### src/rtl/panel_pkg.sv
// status panel package: shared types, seven-segment glyph tables and default timing
package panel_pkg;

    localparam int N_DIGITS = 8;

    localparam int DEF_DIGIT_PERIOD = 16000;    // dwell per digit in core cycles
    localparam int DEF_LOAD_STEP    = 1 << 25;  // cycles per marquee frame
    localparam int DEF_PWM_BITS     = 12;

    typedef logic [7:0] seg_t;                  // {dp, a, b, c, d, e, f, g}, 1 = lit
    typedef logic [N_DIGITS-1:0] anode_t;       // one-cold at the pins
    typedef logic [2:0] digit_idx_t;
    typedef logic [3:0] frame_t;                // wraps mod 16

    typedef enum logic [1:0] {
        PRIV_U = 2'd0,
        PRIV_S = 2'd1,
        PRIV_M = 2'd3
    } priv_t;

    typedef struct packed {
        logic up;
        logic down;
        logic left;
        logic right;
        logic centre;
    } buttons_t;

    typedef struct packed {
        logic init_done;
        logic loading;
    } panel_status_t;

    typedef struct packed {
        seg_t   sg;     // active low at the pins
        anode_t an;
    } seg_drive_t;

    typedef struct packed {
        logic b;
        logic g;
        logic r;
    } rgb_t;

    // letters
    localparam seg_t SEG_BLANK = 8'b0000_0000;
    localparam seg_t SEG_DP    = 8'b1000_0000;
    localparam seg_t SEG_A     = 8'b0111_0111;
    localparam seg_t SEG_R     = 8'b0000_0101;
    localparam seg_t SEG_C     = 8'b0000_1101;
    localparam seg_t SEG_H     = 8'b0001_0111;
    localparam seg_t SEG_P     = 8'b0110_0111;
    localparam seg_t SEG_O     = 8'b0001_1101;
    localparam seg_t SEG_L     = 8'b0000_1110;
    localparam seg_t SEG_LA    = 8'b0111_1101;  // lower case a
    localparam seg_t SEG_D     = 8'b0011_1101;
    localparam seg_t SEG_I     = 8'b0001_0000;
    localparam seg_t SEG_N     = 8'b0001_0101;
    localparam seg_t SEG_G     = 8'b1111_1011;

    // banner reads "ArchProc" from digit 7 down to digit 0
    localparam seg_t BANNER_TBL [N_DIGITS] = '{
        SEG_C, SEG_O, SEG_R, SEG_P, SEG_H, SEG_C, SEG_R, SEG_A
    };

    localparam seg_t MARQUEE_TBL [16] = '{
        SEG_BLANK, SEG_BLANK, SEG_BLANK, SEG_BLANK, SEG_BLANK, SEG_BLANK, SEG_BLANK,
        SEG_L, SEG_O, SEG_LA, SEG_D, SEG_I, SEG_N, SEG_G, SEG_DP, SEG_DP
    };

    localparam seg_t HEX_TBL [16] = '{
        8'b0111_1110, 8'b0011_0000, 8'b0110_1101, 8'b0111_1001,
        8'b0011_0011, 8'b0101_1011, 8'b0101_1111, 8'b0111_0000,
        8'b0111_1111, 8'b0111_1011, 8'b0111_0111, 8'b0001_1111,
        8'b0100_1110, 8'b0011_1101, 8'b0100_1111, 8'b0100_0111
    };

endpackage

### src/rtl/glyph_decoder.sv
// glyph decoder: hex nibble, banner letter and marquee slot to segment patterns
`timescale 1ns/1ps

module glyph_decoder (
    input  logic [3:0]            i_nibble,
    input  panel_pkg::digit_idx_t i_digit,
    input  panel_pkg::frame_t     i_frame,
    output panel_pkg::seg_t       o_hex,
    output panel_pkg::seg_t       o_banner,
    output panel_pkg::seg_t       o_marquee
);

    // marquee slot for this digit, 4-bit math wraps mod 16
    panel_pkg::frame_t w_slot;

    // digit 7 sits at the frame number, lower digits trail it
    assign w_slot = i_frame + 4'd7 - {1'b0, i_digit};

    assign o_hex     = panel_pkg::HEX_TBL[i_nibble];
    assign o_banner  = panel_pkg::BANNER_TBL[i_digit];
    assign o_marquee = panel_pkg::MARQUEE_TBL[w_slot];

endmodule

### src/rtl/digit_scanner.sv
// digit scanner: multiplexes eight digits, steps the marquee and registers the pins
`timescale 1ns/1ps

module digit_scanner #(
    parameter int DIGIT_PERIOD = panel_pkg::DEF_DIGIT_PERIOD,
    parameter int LOAD_STEP    = panel_pkg::DEF_LOAD_STEP
) (
    input  logic                     CORE_CLK,
    input  logic                     CORE_RST_X,
    input  logic [31:0]              i_value,
    input  panel_pkg::panel_status_t i_status,
    output panel_pkg::seg_drive_t    o_seg
);

    localparam int DWELL_W = (DIGIT_PERIOD > 1) ? $clog2(DIGIT_PERIOD) : 1;
    localparam int STEP_W  = (LOAD_STEP > 1) ? $clog2(LOAD_STEP) : 1;

    logic [DWELL_W-1:0]    r_dwell;
    logic [STEP_W-1:0]     r_load_cnt;     // loading cycles mod LOAD_STEP
    panel_pkg::digit_idx_t r_digit;
    panel_pkg::frame_t     r_frame;
    panel_pkg::seg_t       r_hex;
    panel_pkg::seg_t       r_banner;
    panel_pkg::seg_t       r_marquee;
    panel_pkg::seg_drive_t r_drive;
    panel_pkg::seg_t       w_hex;
    panel_pkg::seg_t       w_banner;
    panel_pkg::seg_t       w_marquee;
    logic [3:0]            w_nibble;
    logic                  w_tick;

    assign w_tick   = (r_dwell == '0);
    assign w_nibble = i_value[{r_digit, 2'b00} +: 4];

    glyph_decoder u_glyph (
        .i_nibble  (w_nibble),
        .i_digit   (r_digit),
        .i_frame   (r_frame),
        .o_hex     (w_hex),
        .o_banner  (w_banner),
        .o_marquee (w_marquee)
    );

    always_ff @(posedge CORE_CLK) begin
        if (!CORE_RST_X) begin
            r_dwell <= '0;
        end else if (r_dwell == DWELL_W'(DIGIT_PERIOD - 1)) begin
            r_dwell <= '0;
        end else begin
            r_dwell <= r_dwell + 1'b1;
        end
    end

    // marquee frame only moves while the image loads
    always_ff @(posedge CORE_CLK) begin
        if (!CORE_RST_X) begin
            r_load_cnt <= '0;
            r_frame    <= '0;
        end else if (i_status.loading) begin
            if (r_load_cnt == STEP_W'(LOAD_STEP - 1)) begin
                r_load_cnt <= '0;
            end else begin
                r_load_cnt <= r_load_cnt + 1'b1;
            end
            if (r_load_cnt == '0) begin
                r_frame <= r_frame + 1'b1;
            end
        end
    end

    always_ff @(posedge CORE_CLK) begin
        if (!CORE_RST_X) begin
            r_digit   <= '0;
            r_hex     <= '0;
            r_banner  <= '0;
            r_marquee <= '0;
            r_drive   <= '{sg: '1, an: '1};    // everything dark
        end else begin
            if (w_tick) begin
                r_digit    <= r_digit + 1'b1;
                r_drive.an <= ~(panel_pkg::anode_t'(1) << r_digit);  // old index
                r_hex      <= w_hex;
                r_banner   <= w_banner;
                r_marquee  <= w_marquee;
            end
            // segment select follows the anode by one cycle
            if (i_status.loading) begin
                r_drive.sg <= ~r_marquee;
            end else if (i_status.init_done) begin
                r_drive.sg <= ~r_hex;
            end else begin
                r_drive.sg <= ~r_banner;
            end
        end
    end

    assign o_seg = r_drive;

    // never two digits driven together
    a_anode_one_cold: assert property (@(posedge CORE_CLK) disable iff (!CORE_RST_X)
        $onehot(~o_seg.an) || (o_seg.an == '1));

endmodule

### src/rtl/display_source.sv
// display source: keyboard and mouse byte history, button-selected display word, load flag
`timescale 1ns/1ps

module display_source (
    input  logic                      CORE_CLK,
    input  logic                      CORE_RST_X,
    input  logic                      i_kbd_we,
    input  logic [7:0]                i_kbd_data,
    input  logic                      i_mouse_we,
    input  logic [7:0]                i_mouse_data,
    input  panel_pkg::buttons_t       i_buttons,
    input  logic [31:0]               i_core_pc,
    input  logic [31:0]               i_core_ir,
    input  logic                      i_init_start,
    input  logic                      i_init_done,
    output logic [31:0]               o_value,
    output panel_pkg::panel_status_t  o_status
);

    logic [3:0][7:0]          r_hist;     // {mouse old, mouse new, kbd old, kbd new}
    logic [31:0]              w_sel;
    logic [31:0]              r_value;
    panel_pkg::panel_status_t r_status;

    always_ff @(posedge CORE_CLK) begin
        if (!CORE_RST_X) begin
            r_hist <= '0;
        end else begin
            if (i_kbd_we) begin
                r_hist[0] <= i_kbd_data;
                r_hist[1] <= r_hist[0];
            end
            if (i_mouse_we) begin
                r_hist[2] <= i_mouse_data;
                r_hist[3] <= r_hist[2];
            end
        end
    end

    // up, down and centre all blank, then left, then right
    always_comb begin
        if (i_buttons.up || i_buttons.down || i_buttons.centre) begin
            w_sel = '0;
        end else if (i_buttons.left) begin
            w_sel = i_core_pc;
        end else if (i_buttons.right) begin
            w_sel = i_core_ir;
        end else begin
            w_sel = r_hist;
        end
    end

    always_ff @(posedge CORE_CLK) begin
        r_value <= w_sel;
    end

    always_ff @(posedge CORE_CLK) begin
        if (!CORE_RST_X) begin
            r_status <= '0;
        end else begin
            r_status.init_done <= i_init_done;
            if (!r_status.loading && i_init_start && !i_init_done) begin
                r_status.loading <= 1'b1;
            end else if (i_init_done) begin
                r_status.loading <= 1'b0;
            end
        end
    end

    assign o_value  = r_value;
    assign o_status = r_status;

    a_kbd_known: assert property (@(posedge CORE_CLK) disable iff (!CORE_RST_X)
        i_kbd_we |-> !$isunknown(i_kbd_data));

    a_mouse_known: assert property (@(posedge CORE_CLK) disable iff (!CORE_RST_X)
        i_mouse_we |-> !$isunknown(i_mouse_data));

endmodule

### src/rtl/privilege_led.sv
// privilege LED: breathing PWM while loading, blinking mode colour once running
`timescale 1ns/1ps

module privilege_led #(
    parameter int PWM_BITS = panel_pkg::DEF_PWM_BITS
) (
    input  logic                     CORE_CLK,
    input  logic                     CORE_RST_X,
    input  panel_pkg::panel_status_t i_status,
    input  panel_pkg::priv_t         i_priv,
    output panel_pkg::rgb_t          o_rgb
);

    localparam int PHASE_W = PWM_BITS + 1;
    // narrow counters lose the green offset
    localparam int G_INIT  = (PWM_BITS >= 6) ? 2 ** (PWM_BITS - 6) : 0;
    localparam int R_INIT  = 2 ** (PWM_BITS - 3);

    // channel order follows rgb_t bits: 0 red, 1 green, 2 blue
    localparam int PHASE_INIT [3] = '{R_INIT, G_INIT, 0};
    localparam int PHASE_STEP [3] = '{5, 3, 2};

    logic [PWM_BITS-1:0] r_pwm;
    logic [PHASE_W-1:0]  r_phase [3];
    logic [2:0]          r_breath;
    logic [3:0]          r_blink;      // lit only on count 0

    always_ff @(posedge CORE_CLK) begin
        if (!CORE_RST_X) begin
            r_pwm    <= '0;
            r_blink  <= '0;
            r_breath <= '0;
            for (int c = 0; c < 3; c++) begin
                r_phase[c] <= PHASE_W'(PHASE_INIT[c]);
            end
        end else begin
            r_pwm   <= r_pwm + 1'b1;
            r_blink <= r_blink + 1'b1;
            for (int c = 0; c < 3; c++) begin
                if (r_pwm == '0) begin
                    r_phase[c] <= r_phase[c] + PHASE_W'(PHASE_STEP[c]);
                end
                // top phase bit picks rising or falling half of the breath
                if (r_phase[c][PWM_BITS]) begin
                    r_breath[c] <= (r_phase[c][PWM_BITS-1:0] < r_pwm);
                end else begin
                    r_breath[c] <= (r_phase[c][PWM_BITS-1:0] >= r_pwm);
                end
            end
        end
    end

    always_comb begin
        if (i_status.loading) begin
            o_rgb = panel_pkg::rgb_t'(r_breath);
        end else if (!i_status.init_done || (r_blink != '0)) begin
            o_rgb = '0;
        end else begin
            case (i_priv)
                panel_pkg::PRIV_U: o_rgb = '{b: 1'b1, g: 1'b0, r: 1'b0};
                panel_pkg::PRIV_S: o_rgb = '{b: 1'b0, g: 1'b1, r: 1'b0};
                panel_pkg::PRIV_M: o_rgb = '{b: 1'b0, g: 1'b0, r: 1'b1};
                default:           o_rgb = '0;  // reserved mode stays dark
            endcase
        end
    end

    // status comes registered from the display source
    a_single_colour: assert property (@(posedge CORE_CLK) disable iff (!CORE_RST_X)
        !i_status.loading |-> $onehot0(o_rgb));

endmodule

### src/rtl/status_panel.sv
// status panel top: seven-segment display and privilege RGB LED of the SoC front panel
`timescale 1ns/1ps

module status_panel #(
    parameter int DIGIT_PERIOD = panel_pkg::DEF_DIGIT_PERIOD,
    parameter int LOAD_STEP    = panel_pkg::DEF_LOAD_STEP,
    parameter int PWM_BITS     = panel_pkg::DEF_PWM_BITS
) (
    input  logic                  CORE_CLK,
    input  logic                  CORE_RST_X,
    input  logic                  i_kbd_we,
    input  logic [7:0]            i_kbd_data,
    input  logic                  i_mouse_we,
    input  logic [7:0]            i_mouse_data,
    input  panel_pkg::buttons_t   i_buttons,
    input  logic [31:0]           i_core_pc,
    input  logic [31:0]           i_core_ir,
    input  logic                  i_init_start,
    input  logic                  i_init_done,
    input  panel_pkg::priv_t      i_priv,
    output panel_pkg::seg_drive_t o_seg,
    output panel_pkg::rgb_t       o_rgb
);

    logic [31:0]              w_value;
    panel_pkg::panel_status_t w_status;   // shared by scanner and LED

    display_source u_source (
        .CORE_CLK     (CORE_CLK),
        .CORE_RST_X   (CORE_RST_X),
        .i_kbd_we     (i_kbd_we),
        .i_kbd_data   (i_kbd_data),
        .i_mouse_we   (i_mouse_we),
        .i_mouse_data (i_mouse_data),
        .i_buttons    (i_buttons),
        .i_core_pc    (i_core_pc),
        .i_core_ir    (i_core_ir),
        .i_init_start (i_init_start),
        .i_init_done  (i_init_done),
        .o_value      (w_value),
        .o_status     (w_status)
    );

    digit_scanner #(
        .DIGIT_PERIOD (DIGIT_PERIOD),
        .LOAD_STEP    (LOAD_STEP)
    ) u_scanner (
        .CORE_CLK   (CORE_CLK),
        .CORE_RST_X (CORE_RST_X),
        .i_value    (w_value),
        .i_status   (w_status),
        .o_seg      (o_seg)
    );

    privilege_led #(
        .PWM_BITS (PWM_BITS)
    ) u_led (
        .CORE_CLK   (CORE_CLK),
        .CORE_RST_X (CORE_RST_X),
        .i_status   (w_status),
        .i_priv     (i_priv),
        .o_rgb      (o_rgb)
    );

endmodule

### config.mk
export PLATFORM = sky130hd
export DESIGN_NAME = status_panel
export DESIGN_NICKNAME = d
export VERILOG_FILES = /design/src/rtl/panel_pkg.sv /design/src/rtl/glyph_decoder.sv /design/src/rtl/digit_scanner.sv /design/src/rtl/display_source.sv /design/src/rtl/privilege_led.sv /design/src/rtl/status_panel.sv
export SDC_FILE = /design/constraint.sdc
export NUM_CORES = 1
export LEC_CHECK = 0
export BUFFER_PORTS_ARGS = -buffer_cell sky130_fd_sc_hd__buf_2
export CELL_PAD_IN_SITES_DETAIL_PLACEMENT = 0
export CELL_PAD_IN_SITES_GLOBAL_PLACEMENT = 2
export CORE_AREA = 2 2 201 154
export DETAILED_ROUTE_END_ITERATION = 7
export DIE_AREA = 0 0 203 156
export PLACE_DENSITY_LB_ADDON = 0.05
export SLEW_MARGIN = 20
export SYNTH_ARGS = -nofsm -noshare
export SYNTH_HDL_FRONTEND = slang
export SYNTH_HIERARCHICAL = 1
export SYNTH_SLANG_ARGS = --single-unit
### constraint.sdc
create_clock -name CORE_CLK -period 3.7 [get_ports CORE_CLK]
set_clock_uncertainty 0.1 [all_clocks]
set_input_delay 0.74 -clock CORE_CLK [delete_from_list [all_inputs] [get_ports CORE_CLK]]
set_output_delay 0.74 -clock CORE_CLK [all_outputs]
set_load 0.02 [all_outputs]
Word level (Yosys, flattened, before mapping)
Memory sizes are Yosys's and may differ from the RTL's. A register that Yosys moved wholly into a read port is not among the register bits.
Index checks and enable logic that the tools add are counted.

cells by class
  equality and inequality tests = 4
  order comparisons = 6
  bitwise gates (word level) = 11
  shift operators = 2
  add/subtract/negate cells = 11
  mux-type cells = 20
  reductions and logical operators = 19

operators by type and width
  cell                   number
  $mux 32                2
  $mux 13                3
  $ge 12x12->1           3
  $lt 12x12->1           3
  $not 8->8              4
  $shiftx 32x6->4        1
  $add 13x2->13 const B  2
  $add 25x1->25 const B  1
  $eq 25x25->1 const B   1
  $logic_not 25->1       1
  $mux 25                1
  $mux 8                 2
  $add 14x1->14 const B  1
  $eq 14x14->1 const B   1
  $logic_not 14->1       1
  $add 13x3->13 const B  1
  $add 12x1->12 const B  1
  $logic_not 12->1       1
  $not 4->5              2
  $mux 1                 9
  $pmux 3 s3             1
  $add 4x1->4 const B    2
  $shl 1x3->8 const A    1
  $logic_not 1->1        6
  16 further kinds       22

storage, ports and cells
  memories = 4
  bits of input ports = 93
  output and inout bits = 19
  logic and storage cells = 93
  ROM bits = 320
  bits in writable memories = 39
  register bits = 147

memories
  memory            words  width  read ports  clocked after memory_dff  wr ports  line                 RTL
  (name not given)  16     8      1           1                         0         glyph_decoder.sv:21  assign o_marquee = panel_pkg::MARQUEE_TBL[w_slot];
  (name not given)  16     8      1           1                         0         glyph_decoder.sv:19  assign o_hex = panel_pkg::HEX_TBL[i_nibble];
  (name not given)  8      8      1           1                         0         glyph_decoder.sv:20  assign o_banner = panel_pkg::BANNER_TBL[i_digit];
  u_led.r_phase     3      13     3           0                         3         privilege_led.sv:24  logic [PHASE_W-1:0] r_phase [3];

Logic depth before layout (Yosys ltp)
Gate-level depths: netlist (run 1).

  depth after elaboration = 5
  mapped depth = 11

By module
Netlist (run 1), hierarchy kept.

modules (own cells, without submodules)
  module          cells an instance  area an instance (um^2)  instances
  digit_scanner   464                3995.1                   1
  privilege_led   362                3601.0                   1
  display_source  252                2915.3                   1
  glyph_decoder   83                 629.4                    1

Worst setup path after synthesis (run 1)
No wires, ideal clock.

  kind = flip-flop to flip-flop
  start = reg u_scanner.r_digit[0]
  end = reg u_scanner.r_hex[3]
  data required time = 3.529 ns
  path slack = 0.990 ns
  stages on the path, launching flop included = 12
  arrival = 2.539 ns
  library setup time = 0.071 ns
  cell sequence = dfxtp_1 clkbuf_1 mux4_2 nand2_1 nand2_1 inv_1 ha_1 inv_1 mux4_2 inv_1 nand2_1 a21oi_1

on the way
  longest elaborated chain between the ends = 2

RTL lines
  element                          line                 RTL
  start: declaration               digit_scanner.sv:20  panel_pkg::digit_idx_t r_digit;
  start signal: assignment         digit_scanner.sv:80  r_digit <= r_digit + 1'b1;
  $shiftx 32x6->4                  digit_scanner.sv:33  assign w_nibble = i_value[{r_digit, 2'b00} +: 4];
  via u_scanner.w_nibble[0]        digit_scanner.sv:29  logic [3:0] w_nibble;
  $not 4->5 (not written as such)  glyph_decoder.sv:19
  end: declaration                 digit_scanner.sv:22  panel_pkg::seg_t r_hex;

The timed path passes the listed nets, and every way through them passes these cells.
A chain may end at the register's enable or synchronous reset.

Final worst setup path (run 1)
  start = reg u_scanner.r_digit[0]
  end = reg u_scanner.r_marquee[2]

on the way
  longest elaborated chain between the ends = 2

RTL lines
  element                          line                 RTL
  $sub 4x3->4                      glyph_decoder.sv:17  assign w_slot = i_frame + 4'd7 - {1'b0, i_digit};
  $not 4->5 (not written as such)  glyph_decoder.sv:21
  end: declaration                 digit_scanner.sv:24  panel_pkg::seg_t r_marquee;

Every way passes these cells.

==> out/results.md, run 1 <==
| Step | Item | Value |
| --- | --- | --- |
| critical path | Top cell family by delay on the critical path | flip-flops |
| critical path | Critical path launch point | u_scanner/r_digit[0] |
| floorplanning | I/O pin count | 112 |
| routing | Remaining routing DRC violations | 0 |
| global routing | GR Layer Usage met2 | 0.260 |
| power and ir drop | Maximum VDD drop | 0.000263 V |
| clocking | Clock root buffer | sky130_fd_sc_hd__clkbuf_16 |
| sta | Number of failing setup endpoints in the final timing report | 0 |
| run | Max-capacitance violation count | 0 |
| floorplanning | Effective utilization at floorplan | 0.376 |
| global routing | Total global routing overflow | 0 |
| critical path | Worst Reg-to-Reg Cells | 11 |
| routing | Total Wirelength | 27.1 mm |
| min path | Worst min-delay path startpoint | i_init_done |
| synthesis | Primary flip-flop cell chosen by synthesis mapping | sky130_fd_sc_hd__dfxtp_1 |
| placement | Half-perimeter wire length after placement | 18.7 mm |
| sta | Max Fclk | 373 MHz |
| synthesis | Yosys warns | 6 |
| placement | Last weighted congestion value of the routability-driven placer | 0.753 |
| routing | Iteration-0 DRC count of the detailed router | 403 |
| critical path | Type of the worst setup path | flop to flop |
| critical path | Slowest cell on the critical path | sky130_fd_sc_hd__dfxtp_1 |
| min path | End point of the worst hold path | u_source/o_status[0] |
| placement | Standard cell area after detailed placement | 12,000 um2 |
| clocking | Cts bufs inserted | 24 |
| finish | Post-layout instance count excluding filler cells | 1,672 |
| finish | Cell area after layout | 12,800 um2 |
| synthesis | Post-Synthesis Mean Instance Area | 9.60 um2 |
| floorplanning | Die width | 203 um |
| sta | Sum Neg Setup Slack | 0 ns |
| finish | Most frequent cells in the layout | 171 x sky130_fd_sc_hd__dfxtp_1, 114 x sky130_fd_sc_hd__nand2_1, 111 x sky130_fd_sc_hd__buf_2, 87 x sky130_fd_sc_hd__nor2_1, 77 x sky130_fd_sc_hd__mux2i_1 |
| routing | Number of optimization iterations in the first detailed-route pass | 5 |
| synthesis | FF+latch count, synth | 209 |
| global routing | Wire length of the first global-routing pass | 44.4 mm |
| floorplanning | Y dimension of the die | 156 um |
| power and ir drop | Cell Pwr Density | 472 nW/um2 |
| sta | RSZ-0062 raised after global routing | false |
| sta | Count of pins over their slew limit | 0 |
| synthesis | Sequential element share of the synthesized area | 0.410 |
| finish | Leading cell type in the layout, fill and taps excluded | sky130_fd_sc_hd__dfxtp_1 |
| global routing | Met3 routing resource usage after global routing | 0.0384 |
| critical path | End of the worst register-to-register path | u_scanner/r_marquee[2] |
| routing | Vias per Instance | 4.91 |
| clocking | Number of buffers inserted by post-CTS setup repair | 0 |
| critical path | Buffers and inverters on the worst path | 3 |
| synthesis | Post-synthesis instance total | 1,161 |
| power and ir drop | Total internal power | 4.38 mW |
| power and ir drop | Part of the power in registers | 0.432 |
| finish | Layout cells sized above 1 | 0.177 |
| clocking | Clock-pin transition on the worst setup and hold timing paths | 0.06 ns |
| clocking | Hold-fix buffer count after cts | 0 |
| global routing | Met1 Resource Use GR | 0.257 |
| power and ir drop | Part of the power in the clock network | 0.414 |
| power and ir drop | Total Power | 6.05 mW |
| synthesis | Leading area contributor after synthesis | sky130_fd_sc_hd__dfxtp_1 |
| global routing | Number of antenna violations at the first check in global routing | 0 |
| critical path | Data arrival, critical path | 3.05 ns |
| placement | Count of port buffers added during placement | 111 |
| synthesis | Cell types with the largest area share after synthesis | sky130_fd_sc_hd__dfxtp_1 31%, sky130_fd_sc_hd__edfxtp_1 10%, sky130_fd_sc_hd__ha_1 7.9%, sky130_fd_sc_hd__mux2i_1 6.9%, sky130_fd_sc_hd__nand2_1 3.8% |
| clocking | Clk sink count | 209 |
| clocking | Clk Latency, worst-skew pair | 0.54 ns |
| critical path | Crit Path Max Fanout | 9 |
| power and ir drop | Combinational share of power | 0.154 |
| global routing | Total global-route track usage | 0.173 |
| finish | Final design utilization | 0.432 |
| synthesis | Post-synthesis cell type count | 65 |
| synthesis | Proportion of synthesized flip-flops having asynchronous set or reset | 0 |
| clocking | TritonCTS clock tree | built |
| global routing | Via count of the first global-routing pass | 8,233 |
| global routing | Largest net degree at the start of global routing | 40 |
| critical path | FF-to-FF setup slack | 1.02 ns |
| critical path | CP Data Required Time | 4.07 ns |
| sta | Crit path setup slack, layout | 1.02 ns |
| clocking | Maximum buffer depth of the clock tree | 3 |
| finish | Net count, final | 1,418 |
| sta | Worst rel slew slack | 0.335 |
| sta | Final hold slack | 0.294 ns |
| critical path | Critical path, cell by cell | buf_4 -> inv_1 -> ha_1 -> ha_1 -> inv_1 -> fa_1 -> xor3_2 -> mux2i_1 -> o22ai_1 -> nand2_1 -> a21oi_1 |
| synthesis | Number of flops mapped to enable cells by yosys | 38 |
| sta | Part of the cycle the worst path needs | 0.725 |
| critical path | Largest stage delay on the critical path | 0.68 ns |
| clocking | Level count of the clock H-tree | 1 |
| sta | Final count of hold timing violations | 0 |
| synthesis | Area share of the largest cell type after synthesis | 0.307 |
| global routing | GRT busiest layer | met2 |
| sta | Transition at the pin with the smallest max-transition slack | 0.998 ns |
| clocking | CTS-repair resized insts | 0 |
| routing | Total via count in the routed design | 8,214 |
| power and ir drop | Switching fraction of total power | 0.276 |
| outcome | Run status | completed |
| floorplanning | Die Footprint | 31,700 um2 |
| power and ir drop | Leakage power total | 5.14 nW |
| min path | Number of stages on the worst hold path | 2 |
| critical path | Critical path launch point type | flop |
| critical path | Type of element capturing the critical path | flop |
| finish | Growth of design area from synthesis to finish | 15.0% |
| min path | Path category of the worst min-delay check | input port to flop |
| floorplanning | Number of rows in the core area | 55 |
| placement | Placed Cells incl. Taps | 1,627 |
| critical path | Worst r2r src | u_scanner/r_digit[0] |
| power and ir drop | Power dissipated by switching net loads | 1.67 mW |
| placement | Placement Setup Slack | 0.998 ns |
| synthesis | Synthesized cell area | 11,100 um2 |
| floorplanning | Core outline area | 29,700 um2 |
| routing | Number of nets with antenna violations after detailed routing | 0 |
| sta | Shortest clock period the worst path allows after layout | 2.68 ns |
| routing | Wire per inst | 16.2 um |
==> power by group through the flow <==
stage | clock network (mW) | logic (mW) | registers (mW)
finish | 2.50 | 0.933 | 2.62
detailed placement | 0 | 0.941 | 2.67
global route | 2.68 | 1.06 | 2.64
global placement | 0 | 0.939 | 2.67
CTS | 2.59 | 0.946 | 2.62
floorplan | 0 | 0.687 | 2.64
==> layer usage <==
metal	vias up	share of wire
li1	4249	-
met1	3797	0.53
met2	132	0.41
met3	36	0.047
met4	0	0.014
met5	-	0
==> worst register-to-register path, delay by kind of cell (launching register included) <==
kind / cells / cell delay, ns
flops: 1 / 0.68
mux: 1 / 0.16
compound gates: 2 / 0.25
simple gates: 1 / 0.08
fa+ha+maj: 3 / 0.55
buf+inv: 3 / 0.37
xor+xnor: 1 / 0.44
==> sequential cells by signal (all words and copies together) (netlist names), 4 cells and up <==
register,cells
u_source/r_hist,32
u_scanner/r_dwell,14
u_scanner/r_banner,8
u_scanner/r_frame,4
u_source/o_value,32
u_led/r_pwm,12
u_scanner/r_hex,8
u_scanner/r_marquee,8
u_scanner/r_load_cnt,25
u_led/r_blink,4
u_scanner/o_seg,16
u_led/r_phase,38
==> cell type report <==
class / instances / area (um2)
Tap cell: 399 / 499
Antenna cell: 1 / 2.50
Inverter: 57 / 214
Multi-Input combinational cell: 835 / 6020
Sequential cell: 209 / 4560
Fill cell: 2970 / 16800
Clock buffer: 34 / 719
Clock inverter: 10 / 119
Timing Repair Buffer: 127 / 676
==> Yosys cell counts, drive strengths merged (13+ instances only) <==
cell and number:
a211oi 38, a21oi 55, and2 14, and3 18, buf 34, clkbuf 28, dfxtp 171, edfxtp 38
ha 70, inv 57, mux2i 77, nand2 115, nand3 38, nand4 22, nor2 87, nor2b 68
nor3 21, o211ai 13, o21ai 29, xnor2 41, xor2 28
==> kinds of logic (layout without fill, tap and decap cells) <==
| group | count (synthesis) | after routing | share of synthesized area |
|---|---|---|---|
| simple gates | 427 | 427 | 0.197 |
| other cells | 2 | 5 | 0.000674 |
| fa+ha+maj | 71 | 71 | 0.0804 |
| compound gates | 176 | 176 | 0.117 |
| buf+inv | 119 | 228 | 0.0504 |
| mux | 87 | 87 | 0.0884 |
| xor+xnor | 70 | 70 | 0.0565 |
| flops | 209 | 209 | 0.410 |
==> worst max path at each step <==
stage,endpoint,slack [ns],cells past startpoint
CTS,u_scanner/r_marquee[2],0.99,11
global route,u_scanner/r_marquee[2],0.75,11
floorplan,u_scanner/r_hex[3],0.99,11
finish,u_scanner/r_marquee[2],1.02,11
global placement,u_scanner/r_marquee[0],1.04,11
detailed placement,u_scanner/r_marquee[2],1.0,11
(Power assumes the default switching activity.)
==> run 2, diff against run 1 <==
==> constraint.sdc (replaced) <==
create_clock -name CORE_CLK -period 2.75 [get_ports CORE_CLK]
set_clock_uncertainty 0.1 [all_clocks]
set_input_delay 0.55 -clock CORE_CLK [delete_from_list [all_inputs] [get_ports CORE_CLK]]
set_output_delay 0.55 -clock CORE_CLK [all_outputs]
set_load 0.02 [all_outputs]
==> run 2 against run 1 <==
Sequential cell count stayed put. Register-to-register slack worse by 0.80 ns. Non-clock buffer count is 8 higher. Worst hold slack worse by 0.20 ns. Combinational power is 38% higher. Sequential power is 34% higher. Largest cell class unchanged.
==> out/results.md, run 2 (same netlist as run 1, synthesis figures left out) <==
| Step | Item | Value | Delta |
| --- | --- | --- | --- |
| run | Max-capacitance violation count | 0 | unchanged |
| global routing | Wire length of the first global-routing pass | 44.9 mm | +0.98% |
| finish | Layout cells sized above 1 | 0.181 | +0.00408 |
| finish | Post-layout instance count excluding filler cells | 1,681 | +0.54% |
| routing | Iteration-0 DRC count of the detailed router | 307 | -24% |
| critical path | Crit Path Max Fanout | 10 | +1 |
| sta | Max Fclk | 394 MHz | +5.8% |
| sta | Shortest clock period the worst path allows after layout | 2.54 ns | -0.146 ns |
| floorplanning | Effective utilization at floorplan | 0.376 | unchanged |
| global routing | GR Layer Usage met2 | 0.267 | +0.00669 |
| critical path | FF-to-FF setup slack | 0.21 ns | -0.80 ns |
| finish | Register ranked first by flip-flop count | u_led/r_phase |  |
| critical path | Critical path depth in cells | 11 | unchanged |
| global routing | Via count of the first global-routing pass | 8,246 | +0.16% |
| clocking | CTS-repair resized insts | 0 | unchanged |
| finish | Leading cell type in the layout, fill and taps excluded | sky130_fd_sc_hd__dfxtp_1 |  |
| finish | Footprint of the flip-flops and latches | 4560 um2 | unchanged |
| floorplanning | Die width | 203 um | unchanged |
| clocking | Cts bufs inserted | 25 | +4.2% |
| routing | Total via count in the routed design | 8,211 | -0.037% |
| sta | Worst rel slew slack | 0.566 | +0.231 |
| critical path | Slowest cell on the critical path | sky130_fd_sc_hd__mux4_2 |  |
| critical path | Worst setup endpoint | u_scanner/r_hex[3] |  |
| power and ir drop | Total Power | 8.25 mW | +36% |
| global routing | Met3 routing resource usage after global routing | 0.0353 | -0.00313 |
| clocking | Hold-fix buffer count after cts | 0 | unchanged |
| clocking | Clk sink count | 209 | unchanged |
| placement | Last weighted congestion value of the routability-driven placer | 0.762 | +1.1% |
| power and ir drop | Leakage power total | 5.20 nW | +1.1% |
| placement | Half-perimeter wire length after placement | 19.2 mm | +2.8% |
| finish | Growth of design area from synthesis to finish | 16.0% |  |
| routing | Vias per Instance | 4.88 | -0.57% |
| placement | Count of port buffers added during placement | 111 | unchanged |
| min path | Path category of the worst min-delay check | input port to flop |  |
| floorplanning | Core outline area | 29,700 um2 | unchanged |
| finish | Net count, final | 1,427 | +0.63% |
| sta | Sum Neg Setup Slack | 0 ns | unchanged |
| floorplanning | Y dimension of the die | 156 um | unchanged |
| global routing | Total global-route track usage | 0.175 | +0.00196 |
| finish | Area of the multi-input gates | 6020 um2 | unchanged |
| clocking | TritonCTS clock tree | built |  |
| sta | Count of pins over their slew limit | 0 | unchanged |
| min path | Worst min-delay path startpoint | i_init_done |  |
| global routing | Met1 Resource Use GR | 0.258 | +0.000586 |
| global routing | Total global routing overflow | 0 | unchanged |
| critical path | Data arrival, critical path | 2.90 ns | -0.15 ns |
| clocking | Clock root buffer | sky130_fd_sc_hd__clkbuf_16 |  |
| finish | Number of flip-flops under the largest register name | 38 | unchanged |
| sta | Part of the cycle the worst path needs | 0.922 | +0.197 |
| floorplanning | I/O pin count | 112 | unchanged |
| floorplanning | Number of rows in the core area | 55 | unchanged |
| critical path | Top cell family by delay on the critical path | multiplexers |  |
| sta | Final count of hold timing violations | 0 | unchanged |
| outcome | Run status | completed |  |
| critical path | Buffers and inverters on the worst path | 4 | +1 |
| routing | Wire per inst | 16.2 um | -0.11% |
| critical path | Worst Reg-to-Reg Cells | 11 | unchanged |
| critical path | Critical path launch point type | flop |  |
| clocking | Clk Latency, worst-skew pair | 0.54 ns | about the same |
| routing | Remaining routing DRC violations | 0 | unchanged |
| critical path | Largest stage delay on the critical path | 0.49 ns | -0.19 ns |
| global routing | Largest net degree at the start of global routing | 41 | +2.5% |
| sta | Transition at the pin with the smallest max-transition slack | 0.646 ns | -0.352 ns |
| critical path | Type of the worst setup path | flop to flop |  |
| power and ir drop | Cell Pwr Density | 638 nW/um2 | +35% |
| clocking | Clock-pin transition on the worst setup and hold timing paths | 0.06 ns | about the same |
| routing | Total Wirelength | 27.2 mm | +0.43% |
| critical path | Critical path, cell by cell | buf_12 -> mux4_2 -> nand2_1 -> nand2_1 -> inv_1 -> ha_1 -> inv_1 -> mux4_2 -> inv_1 -> nand2_1 -> a21oi_1 |  |
| clocking | Maximum buffer depth of the clock tree | 3 | unchanged |
| routing | Number of optimization iterations in the first detailed-route pass | 4 | -1 |
| sta | RSZ-0062 raised after global routing | false |  |
| floorplanning | Die Footprint | 31,700 um2 | unchanged |
| critical path | Type of element capturing the critical path | flop |  |
| critical path | Worst r2r src | u_scanner/r_digit[0] |  |
| finish | Ant. Diodes | 0 | -1 |
| global routing | GRT busiest layer | met2 |  |
| power and ir drop | Maximum VDD drop | 0.000368 V | +40% |
| critical path | Critical path launch point | u_scanner/r_digit[0] |  |
| clocking | Level count of the clock H-tree | 1 | unchanged |
| sta | Number of failing setup endpoints in the final timing report | 0 | unchanged |
| global routing | Number of antenna violations at the first check in global routing | 0 | unchanged |
| routing | Number of nets with antenna violations after detailed routing | 0 | unchanged |
| clocking | Number of buffers inserted by post-CTS setup repair | 0 | unchanged |
| finish | Most frequent cells in the layout | 171 x sky130_fd_sc_hd__dfxtp_1, 114 x sky130_fd_sc_hd__nand2_1, 111 x sky130_fd_sc_hd__buf_2, 87 x sky130_fd_sc_hd__nor2_1, 77 x sky130_fd_sc_hd__mux2i_1 |  |
| finish | Count of fill cells added during filler insertion | 2,964 | -0.20% |
| placement | Placed Cells incl. Taps | 1,635 | +0.49% |
| critical path | End of the worst register-to-register path | u_scanner/r_hex[3] |  |
| critical path | CP Data Required Time | 3.12 ns | -0.95 ns |
-- run 2: changes by cell type in the layout (fill, tap and decap cells not counted), sizes merged --
cell    previous run  this run
buf              127       135
inv               58        59
diode              1         0
bufinv             2         3
-- run 2: routing by layer --
metal	share of wire	vias to the layer above	routed length, um
met4	0.014	0	384
met1	0.53	3801	14500
met2	0.42	96	11300
met5	0	-	0
met3	0.036	30	981
li1	-	4284	-
-- run 2: power breakdown --
part | total (mW) | internal (mW) | switching, mW
Combinational | 1.29 | 0.560 | 0.727
Sequential | 3.51 | 3.34 | 0.176
Clock | 3.45 | 2.10 | 1.36
Total | 8.25 | 5.99 | 2.26
-- run 2: layout make-up --
class	count	share of cell area
well taps	399	0.0386
clock inverters	12	0.0111
multi-input cells	835	0.466
flip-flops and latches	209	0.353
clock buffers	34	0.0550
inverters	57	0.0166
repair buffers	135	0.0598
-- run 2: metrics by stage --
stage               instance area (um2)  hold WS, ns  utilization  worst slack (ns)
global placement                  12100        0.341        0.407             0.243
detailed placement                12100        0.347        0.407             0.209
finish                            12900       0.0919        0.436             0.214
CTS                               12900       0.0706        0.436             0.187
global route                      12900       0.0762        0.436          0.000960
floorplan                         11100        0.332            -            0.0401
-- run 2: worst reg2reg max path, cell delays in order, from the launching register on --
cell and delay (ns):
sky130_fd_sc_hd__dfxtp_1 0.48, sky130_fd_sc_hd__buf_12 0.19, sky130_fd_sc_hd__mux4_2 0.50, sky130_fd_sc_hd__nand2_1 0.09, sky130_fd_sc_hd__nand2_1 0.11, sky130_fd_sc_hd__inv_1 0.15
sky130_fd_sc_hd__ha_1 0.14, sky130_fd_sc_hd__inv_1 0.05, sky130_fd_sc_hd__mux4_2 0.43, sky130_fd_sc_hd__inv_1 0.06, sky130_fd_sc_hd__nand2_1 0.05, sky130_fd_sc_hd__a21oi_1 0.11
-- run 2: worst min-delay path by stage --
stage / endpoint / slack (ns) / cells past startpoint
finish: u_source/o_status[0] / 0.09 / 2
detailed placement: u_scanner/r_banner[1] / 0.35 / 2
global route: u_source/o_status[0] / 0.08 / 2
global placement: u_scanner/r_banner[1] / 0.34 / 2
CTS: u_source/o_status[0] / 0.07 / 2
floorplan: u_scanner/o_seg[10] / 0.33 / 1
==> run 3, diff against run 2 <==
==> constraint.sdc (replaced) <==
create_clock -name CORE_CLK -period 2.75 [get_ports CORE_CLK]
set_clock_uncertainty 0.1 [all_clocks]
set_input_delay 0 -clock CORE_CLK [delete_from_list [all_inputs] [get_ports CORE_CLK]]
set_output_delay 0 -clock CORE_CLK [all_outputs]
set_load 0.02 [all_outputs]
==> run 3 against run 2 <==
Register-to-register slack gained 0.06 ns. Die area is the same. Clock power shrank 8.7%. Wire length grew 0.75%. Total power shrank 2.4%. First-iteration DRC count shrank 0.98%. Final area grew 6.9%. Via count grew 4.6%. Sequential power is essentially flat. Worst hold slack gained 0.057 ns.
==> out/results.md, run 3 (same netlist as run 1, synthesis figures left out) <==
| Step | Item | Value | Delta |
| --- | --- | --- | --- |
| global routing | Wire length of the first global-routing pass | 45.8 mm | +2.2% |
| critical path | End of the worst register-to-register path | u_scanner/r_hex[3] |  |
| clocking | Maximum buffer depth of the clock tree | 3 | unchanged |
| floorplanning | I/O pin count | 112 | unchanged |
| critical path | CP Data Required Time | 3.09 ns | -0.03 ns |
| finish | Ant. Diodes | 0 | unchanged |
| routing | Remaining routing DRC violations | 0 | unchanged |
| sta | Number of failing setup endpoints in the final timing report | 0 | unchanged |
| finish | Register ranked first by flip-flop count | u_led/r_phase |  |
| routing | Number of nets with antenna violations after detailed routing | 0 | unchanged |
| power and ir drop | Total internal power | 5.86 mW | -2.2% |
| global routing | Via count of the first global-routing pass | 8,748 | +6.1% |
| critical path | Data arrival, critical path | 2.82 ns | -0.08 ns |
| finish | Leading cell type in the layout, fill and taps excluded | sky130_fd_sc_hd__dfxtp_1 |  |
| routing | Wire per inst | 15.4 um | -4.5% |
| clocking | Clk Latency, worst-skew pair | 0.53 ns | about the same |
| finish | Cell area after layout | 13,800 um2 | +6.9% |
| clocking | Clock root buffer | sky130_fd_sc_hd__clkbuf_16 |  |
| sta | Part of the cycle the worst path needs | 0.902 | -0.0203 |
| clocking | Cts bufs inserted | 24 | -4.0% |
| finish | Number of flip-flops under the largest register name | 38 | unchanged |
| critical path | Critical path launch point | u_scanner/r_digit[0] |  |
| power and ir drop | Part of the power in the clock network | 0.391 | -0.027 |
| routing | Vias per Instance | 4.84 | -0.86% |
| sta | Count of pins over their slew limit | 0 | unchanged |
| critical path | Worst setup endpoint | u_scanner/r_hex[3] |  |
| routing | Total via count in the routed design | 8,591 | +4.6% |
| floorplanning | Core outline area | 29,700 um2 | unchanged |
| global routing | Largest net degree at the start of global routing | 41 | unchanged |
| min path | Path category of the worst min-delay check | input port to flop |  |
| clocking | Level count of the clock H-tree | 1 | unchanged |
| sta | RSZ-0062 raised after global routing | false |  |
| floorplanning | Number of rows in the core area | 55 | unchanged |
| routing | Iteration-0 DRC count of the detailed router | 304 | -0.98% |
| finish | Layout cells sized above 1 | 0.161 | -0.0202 |
| power and ir drop | Part of the power in registers | 0.436 | +0.010 |
| power and ir drop | Maximum VDD drop | 0.000383 V | +4.0% |
| finish | Count of fill cells added during filler insertion | 2,836 | -4.3% |
| critical path | Worst Reg-to-Reg Cells | 11 | unchanged |
| sta | Transition at the pin with the smallest max-transition slack | 0.768 ns | +0.122 ns |
| global routing | Total global routing overflow | 0 | unchanged |
| critical path | Worst r2r src | u_scanner/r_digit[0] |  |
| critical path | Crit Path Max Fanout | 10 | unchanged |
| finish | Final design utilization | 0.466 | +0.0302 |
| floorplanning | Y dimension of the die | 156 um | unchanged |
| global routing | Number of antenna violations at the first check in global routing | 0 | unchanged |
| clocking | Number of buffers inserted by post-CTS setup repair | 0 | unchanged |
| finish | Growth of design area from synthesis to finish | 24.1% |  |
| critical path | Type of element capturing the critical path | flop |  |
| placement | Half-perimeter wire length after placement | 18.9 mm | -1.5% |
| power and ir drop | Cell Pwr Density | 583 nW/um2 | -8.7% |
| sta | Shortest clock period the worst path allows after layout | 2.48 ns | -0.0558 ns |
| clocking | Clock-pin transition on the worst setup and hold timing paths | 0.06 ns | about the same |
| floorplanning | Die width | 203 um | unchanged |
| power and ir drop | Switching fraction of total power | 0.273 | -0.000775 |
| power and ir drop | Combinational share of power | 0.173 | +0.017 |
| finish | Most frequent cells in the layout | 170 x sky130_fd_sc_hd__dfxtp_1, 114 x sky130_fd_sc_hd__nand2_1, 111 x sky130_fd_sc_hd__buf_2, 101 x sky130_fd_sc_hd__dlygate4sd3_1, 87 x sky130_fd_sc_hd__nor2_1 |  |
| run | Max-capacitance violation count | 0 | unchanged |
| critical path | Type of the worst setup path | flop to flop |  |
| power and ir drop | Power dissipated by switching net loads | 2.20 mW | -2.6% |
| sta | Worst rel slew slack | 0.488 | -0.0779 |
| placement | Last weighted congestion value of the routability-driven placer | 0.761 | -0.11% |
| routing | Total Wirelength | 27.4 mm | +0.75% |
| sta | Final count of hold timing violations | 0 | unchanged |
| global routing | Total global-route track usage | 0.176 | +0.000847 |
| clocking | TritonCTS clock tree | built |  |
| power and ir drop | Leakage power total | 5.62 nW | +8.1% |
| placement | Count of port buffers added during placement | 111 | unchanged |
| finish | Net count, final | 1,523 | +6.7% |
| floorplanning | Effective utilization at floorplan | 0.376 | unchanged |
| outcome | Run status | completed |  |
| clocking | Clk sink count | 209 | unchanged |
| critical path | Critical path launch point type | flop |  |
| sta | Sum Neg Setup Slack | 0 ns | unchanged |
| sta | Max Fclk | 403 MHz | +2.3% |
| critical path | FF-to-FF setup slack | 0.27 ns | +0.06 ns |
| routing | Number of optimization iterations in the first detailed-route pass | 4 | unchanged |
| placement | Standard cell area after detailed placement | 12,000 um2 | -0.25% |
| floorplanning | Die Footprint | 31,700 um2 | unchanged |
-- run 3: through the flow --
stage / instances / power, mW / worst slack (ns) / hold WS, ns
after detailed placement: 1631 / 4.88 / 0.205 / 0.0823
after floorplan: 1163 / 4.47 / 0.0401 / -0.0239
after CTS: 1774 / 8.19 / 0.151 / 0.129
after global routing: 1774 / 8.50 / 0.0586 / 0.162
after global placement: 1631 / 4.88 / 0.250 / 0.0797
final: 1774 / 8.06 / 0.270 / 0.149
-- run 3: area by class of cell --
class | count | area [um2] | area share
Multi-Input combinational cell | 835 | 6020 | 0.436
Sequential cell | 209 | 4570 | 0.330
Timing Repair Buffer | 232 | 1750 | 0.127
Clock buffer | 34 | 668 | 0.0483
Tap cell | 399 | 499 | 0.0361
Clock inverter | 8 | 100 | 0.00724
Inverter | 57 | 214 | 0.0155
-- run 3: what timing repair did --
action,in CTS,in global routing
endpoints found under the setup margin,0,1
gates resized for setup,0,1
endpoints found under the hold margin,77,0
hold buffers,101,0
-- run 3: power by group through the flow --
| stage | Sequential [mW] | Clock, mW | Combinational, mW |
|---|---|---|---|
| after floorplan | 3.55 | 0 | 0.924 |
| after global placement | 3.58 | 0 | 1.30 |
| after detailed placement | 3.58 | 0 | 1.30 |
| after CTS | 3.52 | 3.27 | 1.41 |
| after global routing | 3.54 | 3.38 | 1.58 |
| final | 3.52 | 3.15 | 1.39 |
-- run 3: how the worst min path moves through the flow --
stage | startpoint | to | slack [ns] | cells past startpoint
after detailed placement | i_init_done | u_source/o_status[0] | 0.08 | 2
final | i_init_done | u_source/o_status[1] | 0.15 | 3
after CTS | i_init_done | u_source/o_status[1] | 0.13 | 3
after floorplan | i_init_done | u_source/o_status[0] | -0.02 | 1
after global placement | i_init_done | u_source/o_status[0] | 0.08 | 2
after global routing | i_init_done | u_source/o_status[1] | 0.16 | 3
-- run 3: worst max-delay path: stages, from the launching register on --
cell and delay, ns:
sky130_fd_sc_hd__dfxtp_2 0.41, sky130_fd_sc_hd__buf_12 0.17, sky130_fd_sc_hd__mux4_2 0.50, sky130_fd_sc_hd__nand2_1 0.08, sky130_fd_sc_hd__nand2_1 0.11, sky130_fd_sc_hd__inv_1 0.17, sky130_fd_sc_hd__ha_1 0.14, sky130_fd_sc_hd__inv_1 0.04
sky130_fd_sc_hd__mux4_2 0.45, sky130_fd_sc_hd__inv_1 0.06, sky130_fd_sc_hd__nand2_1 0.04, sky130_fd_sc_hd__a21oi_1 0.12
-- run 3: layer usage --
layer	vias to the layer above	global-route usage	share of wire
met3	29	0.0272	0.035
met5	-	0	0
li1	4462	-	-
met1	3983	0.253	0.53
met4	0	0.0341	0.017
met2	117	0.281	0.42
